==> config.mk <==
export PLATFORM = sky130hd
export DESIGN_NAME = xm_front_top
export DESIGN_NICKNAME = d
export VERILOG_FILES = /design/src/hw/xm_regs_pkg.sv /design/src/hw/vram_pkg.sv /design/src/hw/bus_sync.sv /design/src/hw/word_assembler.sv /design/src/hw/vram_access.sv /design/src/hw/readback_mux.sv /design/src/hw/xm_front_top.sv
export SDC_FILE = /design/constraint.sdc
export NUM_CORES = 1
export LEC_CHECK = 0
export ABC_AREA = 1
export BUFFER_PORTS_ARGS = -buffer_cell sky130_fd_sc_hd__clkbuf_2
export CORE_ASPECT_RATIO = 1.5
export CORE_MARGIN = 4
export CORE_UTILIZATION = 60
export CTS_BUF_LIST = sky130_fd_sc_hd__clkbuf_8
export DETAILED_ROUTE_END_ITERATION = 12
export PLACE_DENSITY = 0.8
export SLEW_MARGIN = 20
export SYNTH_ARGS = -nofsm -noshare
export SYNTH_HDL_FRONTEND = slang
export SYNTH_SLANG_ARGS = --single-unit
==> constraint.sdc <==
create_clock -name clk -period 2.35 [get_ports clk]
set_clock_uncertainty 0.05 [all_clocks]
set_input_delay 0.3525 -clock clk [delete_from_list [all_inputs] [get_ports clk]]
set_output_delay 0.3525 -clock clk [all_outputs]
set_load 0.01 [all_outputs]
==> src/hw/xm_regs_pkg.sv <==
`default_nettype none

package xm_regs_pkg;

    localparam int REG_NUM_W = 4;               // register number bits
    localparam int BYTE_W    = 8;               // cpu bus byte
    localparam int WORD_W    = 16;              // register word

    typedef logic [REG_NUM_W-1:0] reg_num_t;

    // register map, xr and rw entries decode but do nothing
    localparam reg_num_t XM_XR_ADDR   = 4'd0;
    localparam reg_num_t XM_XR_DATA   = 4'd1;
    localparam reg_num_t XM_RD_INCR   = 4'd2;
    localparam reg_num_t XM_RD_ADDR   = 4'd3;
    localparam reg_num_t XM_WR_INCR   = 4'd4;
    localparam reg_num_t XM_WR_ADDR   = 4'd5;
    localparam reg_num_t XM_DATA      = 4'd6;
    localparam reg_num_t XM_DATA_2    = 4'd7;
    localparam reg_num_t XM_SYS_CTRL  = 4'd8;
    localparam reg_num_t XM_TIMER     = 4'd9;   // timer gone, reads zero
    localparam reg_num_t XM_UNUSED_A  = 4'd10;
    localparam reg_num_t XM_UNUSED_B  = 4'd11;
    localparam reg_num_t XM_RW_INCR   = 4'd12;
    localparam reg_num_t XM_RW_ADDR   = 4'd13;
    localparam reg_num_t XM_RW_DATA   = 4'd14;
    localparam reg_num_t XM_RW_DATA_2 = 4'd15;

    // SYS_CTRL fields, positions within the even byte
    localparam int SYSCTRL_NIBMASK_LSB = 0;     // write nibble mask low bit
    localparam int SYSCTRL_NIBMASK_W   = 4;     // one bit per nibble

endpackage

`default_nettype wire

==> src/hw/vram_pkg.sv <==
`default_nettype none

package vram_pkg;

    localparam int VRAM_ADDR_W = 16;            // word address
    localparam int VRAM_DATA_W = 16;            // one word per access
    localparam int NIB_W       = 4;             // nibbles per word

    // all nibbles writable out of reset
    localparam logic [NIB_W-1:0] NIBMASK_RESET = '1;

endpackage

`default_nettype wire

==> src/hw/bus_sync.sv <==
`default_nettype none
`timescale 1ns/1ps

module bus_sync #(
    parameter int SYNC_STAGES = 2                               // flops on cs_n, 2 or more
) (
    input  wire logic                               clk,
    input  wire logic                               reset_i,
    input  wire logic                               cs_n_i,       // async chip select
    input  wire logic                               rd_nwr_i,     // 1 read, 0 write
    input  wire xm_regs_pkg::reg_num_t              reg_num_i,
    input  wire logic                               bytesel_i,    // 0 even, 1 odd
    input  wire logic [xm_regs_pkg::BYTE_W-1:0]     data_i,
    output      logic                               wr_stb_o,     // byte write pulse
    output      logic                               rd_stb_o,     // byte read pulse
    output      xm_regs_pkg::reg_num_t              reg_num_o,    // held until next access
    output      logic                               bytesel_o,
    output      logic [xm_regs_pkg::BYTE_W-1:0]     byte_data_o
);

    logic [SYNC_STAGES-1:0] cs_sync;    // [0] sees the pin first
    logic                   cs_prev;    // last synced level
    logic                   cs_fall;    // registered falling edge

    always_ff @(posedge clk) begin
        if (reset_i) begin
            cs_sync   <= '1;            // deselected
            cs_prev   <= 1'b1;
            cs_fall   <= 1'b0;
            wr_stb_o  <= 1'b0;
            rd_stb_o  <= 1'b0;
            reg_num_o <= '0;            // keeps the readback mux defined
            bytesel_o <= 1'b0;
        end else begin
            cs_sync  <= {cs_sync[SYNC_STAGES-2:0], cs_n_i};
            cs_prev  <= cs_sync[SYNC_STAGES-1];
            cs_fall  <= cs_prev & ~cs_sync[SYNC_STAGES-1];     // high to low
            wr_stb_o <= cs_fall & ~rd_nwr_i;
            rd_stb_o <= cs_fall & rd_nwr_i;
            if (cs_fall) begin
                reg_num_o <= reg_num_i;         // bus fields stable while cs low
                bytesel_o <= bytesel_i;
            end
        end
    end

    // data byte, captured with the other fields
    always_ff @(posedge clk) begin
        if (cs_fall) begin
            byte_data_o <= data_i;
        end
    end

endmodule

`default_nettype wire

==> src/hw/word_assembler.sv <==
`default_nettype none
`timescale 1ns/1ps

module word_assembler (
    input  wire logic                               clk,
    input  wire logic                               reset_i,
    input  wire logic                               wr_stb_i,
    input  wire logic                               rd_stb_i,
    input  wire xm_regs_pkg::reg_num_t              reg_num_i,
    input  wire logic                               bytesel_i,
    input  wire logic [xm_regs_pkg::BYTE_W-1:0]     byte_data_i,
    output      logic                               word_wr_stb_o,  // odd byte written
    output      logic                               word_rd_stb_o,  // odd byte read
    output      xm_regs_pkg::reg_num_t              word_reg_o,
    output      logic [xm_regs_pkg::WORD_W-1:0]     word_data_o
);

    import xm_regs_pkg::*;

    logic [BYTE_W-1:0] data_even;       // even byte of DATA / DATA_2
    logic [BYTE_W-1:0] other_even;      // even byte of any other reg
    reg_num_t          other_reg;       // which reg other_even belongs to
    logic [BYTE_W-1:0] even_byte;       // high byte for the word
    logic              is_data;

    assign is_data = (reg_num_i == XM_DATA) || (reg_num_i == XM_DATA_2);

    // stale even byte from another register is dropped
    always_comb begin
        if (is_data) begin
            even_byte = data_even;
        end else if (other_reg == reg_num_i) begin
            even_byte = other_even;
        end else begin
            even_byte = '0;
        end
    end

    always_ff @(posedge clk) begin
        if (reset_i) begin
            data_even     <= '0;
            other_even    <= '0;
            other_reg     <= '0;
            word_wr_stb_o <= 1'b0;
            word_rd_stb_o <= 1'b0;
        end else begin
            word_wr_stb_o <= wr_stb_i & bytesel_i;      // odd byte completes the word
            word_rd_stb_o <= rd_stb_i & bytesel_i;
            if (wr_stb_i && !bytesel_i) begin
                if (is_data) begin
                    data_even  <= byte_data_i;
                end else begin
                    other_even <= byte_data_i;
                    other_reg  <= reg_num_i;
                end
            end
        end
    end

    // word payload, follows the strobes
    always_ff @(posedge clk) begin
        if ((wr_stb_i || rd_stb_i) && bytesel_i) begin
            word_reg_o  <= reg_num_i;
            word_data_o <= {even_byte, byte_data_i};
        end
    end

endmodule

`default_nettype wire

==> src/hw/vram_access.sv <==
`default_nettype none
`timescale 1ns/1ps

module vram_access (
    input  wire logic                                   clk,
    input  wire logic                                   reset_i,
    input  wire logic                                   word_wr_stb_i,
    input  wire logic                                   word_rd_stb_i,
    input  wire xm_regs_pkg::reg_num_t                  word_reg_i,
    input  wire logic [xm_regs_pkg::WORD_W-1:0]         word_data_i,
    input  wire logic                                   vgen_sel_i,     // video owns vram
    output      logic                                   vram_sel_o,
    output      logic                                   vram_wr_o,      // 1 write, 0 read
    output      logic [vram_pkg::VRAM_ADDR_W-1:0]       vram_addr_o,
    output      logic [vram_pkg::VRAM_DATA_W-1:0]       vram_data_o,
    output      logic [vram_pkg::NIB_W-1:0]             vram_mask_o,    // nibble write enables
    output      logic                                   rd_ack_o,       // read data on vram bus
    output      logic [xm_regs_pkg::WORD_W-1:0]         rd_addr_o,
    output      logic [xm_regs_pkg::WORD_W-1:0]         rd_incr_o,
    output      logic [xm_regs_pkg::WORD_W-1:0]         wr_addr_o,
    output      logic [xm_regs_pkg::WORD_W-1:0]         wr_incr_o
);

    import xm_regs_pkg::*;
    import vram_pkg::*;

    logic is_data_reg;      // DATA or DATA_2
    logic issue_wr;         // data write to WR_ADDR
    logic issue_ld_rd;      // RD_ADDR load, read at new address
    logic issue_pref;       // odd DATA read, prefetch at RD_ADDR
    logic accept;           // vram takes the request this cycle

    assign is_data_reg = (word_reg_i == XM_DATA) || (word_reg_i == XM_DATA_2);
    assign issue_wr    = word_wr_stb_i & is_data_reg;
    assign issue_ld_rd = word_wr_stb_i & (word_reg_i == XM_RD_ADDR);
    assign issue_pref  = word_rd_stb_i & is_data_reg;
    assign accept      = vram_sel_o & ~vgen_sel_i;      // held while video has the slot

    always_ff @(posedge clk) begin
        if (reset_i) begin
            vram_sel_o  <= 1'b0;
            vram_wr_o   <= 1'b0;
            vram_mask_o <= NIBMASK_RESET;
            rd_ack_o    <= 1'b0;
            rd_addr_o   <= '0;
            rd_incr_o   <= '0;
            wr_addr_o   <= '0;
            wr_incr_o   <= '0;
        end else begin
            rd_ack_o <= accept & ~vram_wr_o;            // data valid next cycle

            // completed request, post-increment its address
            if (accept) begin
                vram_sel_o <= 1'b0;
                vram_wr_o  <= 1'b0;
                if (vram_wr_o) begin
                    wr_addr_o <= wr_addr_o + wr_incr_o;
                end else begin
                    rd_addr_o <= rd_addr_o + rd_incr_o;
                end
            end

            if (word_wr_stb_i) begin
                case (word_reg_i)
                    XM_RD_INCR:  rd_incr_o <= word_data_i;
                    XM_RD_ADDR:  rd_addr_o <= word_data_i;     // read issued below
                    XM_WR_INCR:  wr_incr_o <= word_data_i;
                    XM_WR_ADDR:  wr_addr_o <= word_data_i;
                    XM_SYS_CTRL: begin
                        // mask sits in the even (high) byte
                        vram_mask_o <= word_data_i[BYTE_W+SYSCTRL_NIBMASK_LSB +: SYSCTRL_NIBMASK_W];
                    end
                    default: ;                                  // data regs and dropped regs
                endcase
            end

            // new request, never overlaps a pending one
            if (issue_wr || issue_ld_rd || issue_pref) begin
                vram_sel_o <= 1'b1;
                vram_wr_o  <= issue_wr;
            end
        end
    end

    // request address and data
    always_ff @(posedge clk) begin
        if (issue_wr) begin
            vram_addr_o <= wr_addr_o;
            vram_data_o <= word_data_i;
        end else if (issue_ld_rd) begin
            vram_addr_o <= word_data_i;         // read at the address just written
        end else if (issue_pref) begin
            vram_addr_o <= rd_addr_o;           // next word for the following DATA read
        end
    end

endmodule

`default_nettype wire

==> src/hw/readback_mux.sv <==
`default_nettype none
`timescale 1ns/1ps

module readback_mux (
    input  wire logic                               clk,
    input  wire logic                               reset_i,
    input  wire logic                               rd_ack_i,       // vram_data_i valid
    input  wire logic [vram_pkg::VRAM_DATA_W-1:0]   vram_data_i,
    input  wire xm_regs_pkg::reg_num_t              reg_num_i,
    input  wire logic                               bytesel_i,      // 0 high byte, 1 low
    input  wire logic [xm_regs_pkg::WORD_W-1:0]     rd_addr_i,
    input  wire logic [xm_regs_pkg::WORD_W-1:0]     rd_incr_i,
    input  wire logic [xm_regs_pkg::WORD_W-1:0]     wr_addr_i,
    input  wire logic [xm_regs_pkg::WORD_W-1:0]     wr_incr_i,
    input  wire logic [vram_pkg::NIB_W-1:0]         mask_i,
    output      logic [xm_regs_pkg::BYTE_W-1:0]     bus_data_o
);

    import xm_regs_pkg::*;
    import vram_pkg::*;

    logic [VRAM_DATA_W-1:0] rd_word;        // last word read from vram
    logic [BYTE_W-1:0]      sysctrl_even;   // mask field in its even byte
    logic [WORD_W-1:0]      sel_word;       // word of the addressed register

    always_ff @(posedge clk) begin
        if (reset_i) begin
            rd_word <= '0;
        end else if (rd_ack_i) begin
            rd_word <= vram_data_i;
        end
    end

    assign sysctrl_even = BYTE_W'(mask_i) << SYSCTRL_NIBMASK_LSB;

    always_comb begin
        case (reg_num_i)
            XM_RD_INCR:             sel_word = rd_incr_i;
            XM_RD_ADDR:             sel_word = rd_addr_i;
            XM_WR_INCR:             sel_word = wr_incr_i;
            XM_WR_ADDR:             sel_word = wr_addr_i;
            XM_DATA, XM_DATA_2:     sel_word = rd_word;
            XM_SYS_CTRL:            sel_word = {sysctrl_even, BYTE_W'(0)};   // odd byte empty
            default:                sel_word = '0;                         // xr, timer, rw
        endcase
    end

    assign bus_data_o = bytesel_i ? sel_word[BYTE_W-1:0] : sel_word[WORD_W-1:BYTE_W];

endmodule

`default_nettype wire

==> src/hw/xm_front_top.sv <==
`default_nettype none
`timescale 1ns/1ps

module xm_front_top #(
    parameter int SYNC_STAGES = 2
) (
    input  wire logic                               clk,
    input  wire logic                               reset_i,
    input  wire logic                               cs_n_i,
    input  wire logic                               rd_nwr_i,
    input  wire xm_regs_pkg::reg_num_t              reg_num_i,
    input  wire logic                               bytesel_i,
    input  wire logic [xm_regs_pkg::BYTE_W-1:0]     data_i,
    input  wire logic                               vgen_sel_i,
    input  wire logic [vram_pkg::VRAM_DATA_W-1:0]   vram_data_i,
    output      logic [xm_regs_pkg::BYTE_W-1:0]     bus_data_o,
    output      logic                               vram_sel_o,
    output      logic                               vram_wr_o,
    output      logic [vram_pkg::VRAM_ADDR_W-1:0]   vram_addr_o,
    output      logic [vram_pkg::VRAM_DATA_W-1:0]   vram_data_o,
    output      logic [vram_pkg::NIB_W-1:0]         vram_mask_o
);

    import xm_regs_pkg::*;

    logic              wr_stb, rd_stb;          // byte strobes
    reg_num_t          reg_num;
    logic              bytesel;
    logic [BYTE_W-1:0] byte_data;
    logic              word_wr_stb, word_rd_stb;
    reg_num_t          word_reg;
    logic [WORD_W-1:0] word_data;
    logic              rd_ack;
    logic [WORD_W-1:0] rd_addr, rd_incr, wr_addr, wr_incr;

    bus_sync #(.SYNC_STAGES(SYNC_STAGES)) u_bus_sync (
        .clk(clk), .reset_i(reset_i),
        .cs_n_i(cs_n_i), .rd_nwr_i(rd_nwr_i), .reg_num_i(reg_num_i),
        .bytesel_i(bytesel_i), .data_i(data_i),
        .wr_stb_o(wr_stb), .rd_stb_o(rd_stb), .reg_num_o(reg_num),
        .bytesel_o(bytesel), .byte_data_o(byte_data)
    );

    word_assembler u_word_asm (
        .clk(clk), .reset_i(reset_i),
        .wr_stb_i(wr_stb), .rd_stb_i(rd_stb), .reg_num_i(reg_num),
        .bytesel_i(bytesel), .byte_data_i(byte_data),
        .word_wr_stb_o(word_wr_stb), .word_rd_stb_o(word_rd_stb),
        .word_reg_o(word_reg), .word_data_o(word_data)
    );

    vram_access u_vram_access (
        .clk(clk), .reset_i(reset_i),
        .word_wr_stb_i(word_wr_stb), .word_rd_stb_i(word_rd_stb),
        .word_reg_i(word_reg), .word_data_i(word_data), .vgen_sel_i(vgen_sel_i),
        .vram_sel_o(vram_sel_o), .vram_wr_o(vram_wr_o), .vram_addr_o(vram_addr_o),
        .vram_data_o(vram_data_o), .vram_mask_o(vram_mask_o), .rd_ack_o(rd_ack),
        .rd_addr_o(rd_addr), .rd_incr_o(rd_incr), .wr_addr_o(wr_addr), .wr_incr_o(wr_incr)
    );

    readback_mux u_readback (
        .clk(clk), .reset_i(reset_i),
        .rd_ack_i(rd_ack), .vram_data_i(vram_data_i),
        .reg_num_i(reg_num), .bytesel_i(bytesel),
        .rd_addr_i(rd_addr), .rd_incr_i(rd_incr), .wr_addr_i(wr_addr), .wr_incr_i(wr_incr),
        .mask_i(vram_mask_o), .bus_data_o(bus_data_o)
    );

endmodule

`default_nettype wire

==> run summary <==
Async SR Flop Fraction: 0
H-tree level count: 4
Max Fclk: 404 MHz
CTS tree: built
initial detailed-routing violation count: 671
crit start category: flip-flop
critical path class: reg2out
Switch Pwr: 1.43 mW
Yosys reg bits: 180
Worst path max stage delay: 400 ps
port bufs: 79
via count: 8549
worst min path class: in2reg
area growth from synthesis to layout: 16.3%
first-pass GRT wire length: 41800 um
wl on met1: 10200 um
Synth Warn #: 0
Site Rows: 54
PwrDens: 524 mW/mm^2
Util after Layout: 0.718
final wirelength: 28000 um
sequential share of the synthesized area: 0.464
Fillers: 1205
Worst path slowest cell: dfxtp_4
post-DP HPWL: 20200 um
met3 wire length: 1520 um
combinational cell fraction of total power: 0.034
top post-synthesis cells by area: dfxtp_1, edfxtp_1, nand2_1
failing checks: setup timing
Post-synth EDFFs: 60
clock share of power: 0.383
sequential power share: 0.583
worst r2r src: u_vram_access.rd_incr_o[0]
Skew-Pair Late Insertion Delay: 490 ps
Antenna Violating Nets Remaining: 0
clock tree sinks: 180
Mapped Cells: 1180
DR WL/cell: 18.7 um
# setup viols final: 8
endpoint class of the critical path: output pin
aggregate negative setup slack: -709 ps
Routability Congestion: 0.920
met2 WL: 14500 um
RSZ-0062 raised after global routing: true
CP Cell Sequence: clkinvlp_4, nor2_4, nand2_4, buf_4, o2111ai_2, a21oi_2, o21ai_1, buf_2
Final min period: 2470 ps
Critical path origin: u_bus_sync.reg_num_o[0]
Worst EP arrival: 2070 ps
die width: 108 um
gr ovfl total: 0
Slew Limit Fails: 0
Worst R2R Setup Slack: 340 ps
drt first pass iters: 6
RR Endpoint: u_vram_access.rd_addr_o[10]
die height: 158 um
synth unique cells: 43
most common cell in the netlist: nand2_1
Final nets: 1352
Pint: 4.09 mW
CP top delay family: buffers and inverters
Worst VDD drop: 0.479 mV
leakage: 4.61 nW
cells on worst reg2reg path: 12
CORE AREA: 0.0147 sq mm
# IOs: 80
synthesized area: 0.00906 sq mm
worst path bufs/invs: 3
Post-Syn Nets: 1246
diode count: 0
Crit. path cell count: 8
Worst EP required: 1950 ps
Synth area leader: dfxtp_1
Min Hold Slack: 39.0 ps
status: finished with violations
max_slew headroom: 0.474
initial antenna violation count: 0
GRT Util Overall: 0.325
Initial Util: 0.618
CTS root buffer: clkbuf_8
Final Hold Viols: 0
design area: 0.0105 sq mm
Synth Flop Type: dfxtp_1
Post-DP Area: 0.00963 sq mm
Clock Pin Slew Worst Setup and Hold Paths: 110 ps
vias in the first global route: 8053
synth cell count leaders: nand2_1, nor2_1, o21ai_0, dfxtp_1, inv_1
crit path to: bus_data_o[5]
switching share of total power: 0.259
Final period util: 1.05
CTS buffer count: 17
setup ws final: -122 ps
average size of a mapped cell: 7.68 sq um
peak fanout along the critical path: 9
Die ar.: 0.0172 sq mm
Max clock buf depth: 2
number of remaining DRC errors: 0
fraction of layout cells with a size suffix above 1: 0.165
largest net degree at the start of global routing: 87
Slew @ Worst Pin: 783 ps
Via-to-Cell Ratio: 5.72
max layer used: met4
Synth top area share: 0.265
maxcap violations: 0
==> kinds of logic after synthesis <==
kind of cell | count (synthesis) | synth area share
xor gates and xnor gates | 15 | 0.0145
AOI/OAI and AO/OA | 262 | 0.159
and+or+nand+nor | 521 | 0.236
buffers and inverters | 170 | 0.0797
DFF | 180 | 0.464
adders and majority gates | 32 | 0.0459
==> layer usage <==
layer | track usage | vias up
met1 | 0.355 | 3947
met3 | 0.0503 | 107
met5 | 0 | -
met2 | 0.589 | 385
met4 | 0.191 | 0
li1 | - | 4110
==> power by group through the flow <==
| stage | Combinational [mW] | Sequential (mW) | Clock (mW) |
|---|---|---|---|
| 4_1_cts | 0.155 | 3.22 | 2.13 |
| 5_1_grt | 0.202 | 3.22 | 2.26 |
| 3_3_place_gp | 0.134 | 3.29 | 0 |
| 2_1_floorplan | 0.0814 | 3.28 | 0 |
| 3_5_place_dp | 0.136 | 3.29 | 0 |
| 6_report | 0.188 | 3.22 | 2.11 |
==> how the worst min path moves through the flow <==
stage / from / to / cells past startpoint
finish: vram_data_i[14] / u_readback.rd_word[14] / 3
global route: vram_data_i[7] / u_readback.rd_word[7] / 3
CTS: vram_data_i[14] / u_readback.rd_word[14] / 3
detailed placement: u_bus_sync.cs_sync[0] / u_bus_sync.cs_sync[1] / 1
global placement: u_bus_sync.cs_sync[0] / u_bus_sync.cs_sync[1] / 1
floorplan: u_bus_sync.cs_sync[0] / u_bus_sync.cs_sync[1] / 1
==> tightest hold or removal path, cell delays in order <==
cell	delay [ps]
clkbuf_2	80
nor2_1	30
nor2_1	80
==> cells in the final DEF (no fill, tap or decap), types with 8 or more instances in the layout <==
master | Yosys | final
edfxtp_1 | 60 | 60
inv_1 | 118 | 115
clkbuf_8 | 0 | 17
nand3_1 | 53 | 52
dfxtp_1 | 120 | 116
dlygate4sd3_1 | 0 | 10
buf_2 | 9 | 8
ha_1 | 30 | 30
o211ai_1 | 18 | 18
inv_8 | 0 | 8
nand2_1 | 260 | 255
xnor2_1 | 8 | 8
nor2_1 | 173 | 170
clkbuf_2 | 0 | 71
a21oi_1 | 67 | 63
o21ai_0 | 140 | 124
buf_4 | 5 | 33
o21ai_1 | 6 | 15
==> area by class of cell <==
cell class              instances  area (sq um)  area share
clock inverters                15           156      0.0148
repair inverters                3          21.3     0.00202
inverters                     127           514      0.0488
well taps                     196           245      0.0233
clock buffers                  17           234      0.0222
flip-flops and latches        180          4220       0.401
multi-input cells             830          4310       0.409
repair buffers                127           835      0.0792
==> per-stage QoR <==
step	power, mW	instances	setup WS (ps)
after global placement	3.42	1432	310
final	5.52	1495	-122
after CTS	5.50	1475	-12.8
after detailed placement	3.43	1432	293
after floorplan	3.37	1180	200
after global routing	5.68	1495	-216
==> what timing repair did <==
item,4_1_cts,5_1_grt
cloned,1,2
setup endpoints to repair,8,8
endpoints found under the hold margin,10,0
hold buffers,10,0
pin swaps,1,16
buffers inserted,0,18
resized for setup,30,58
No activity file was read; power rests on OpenSTA's default activity.
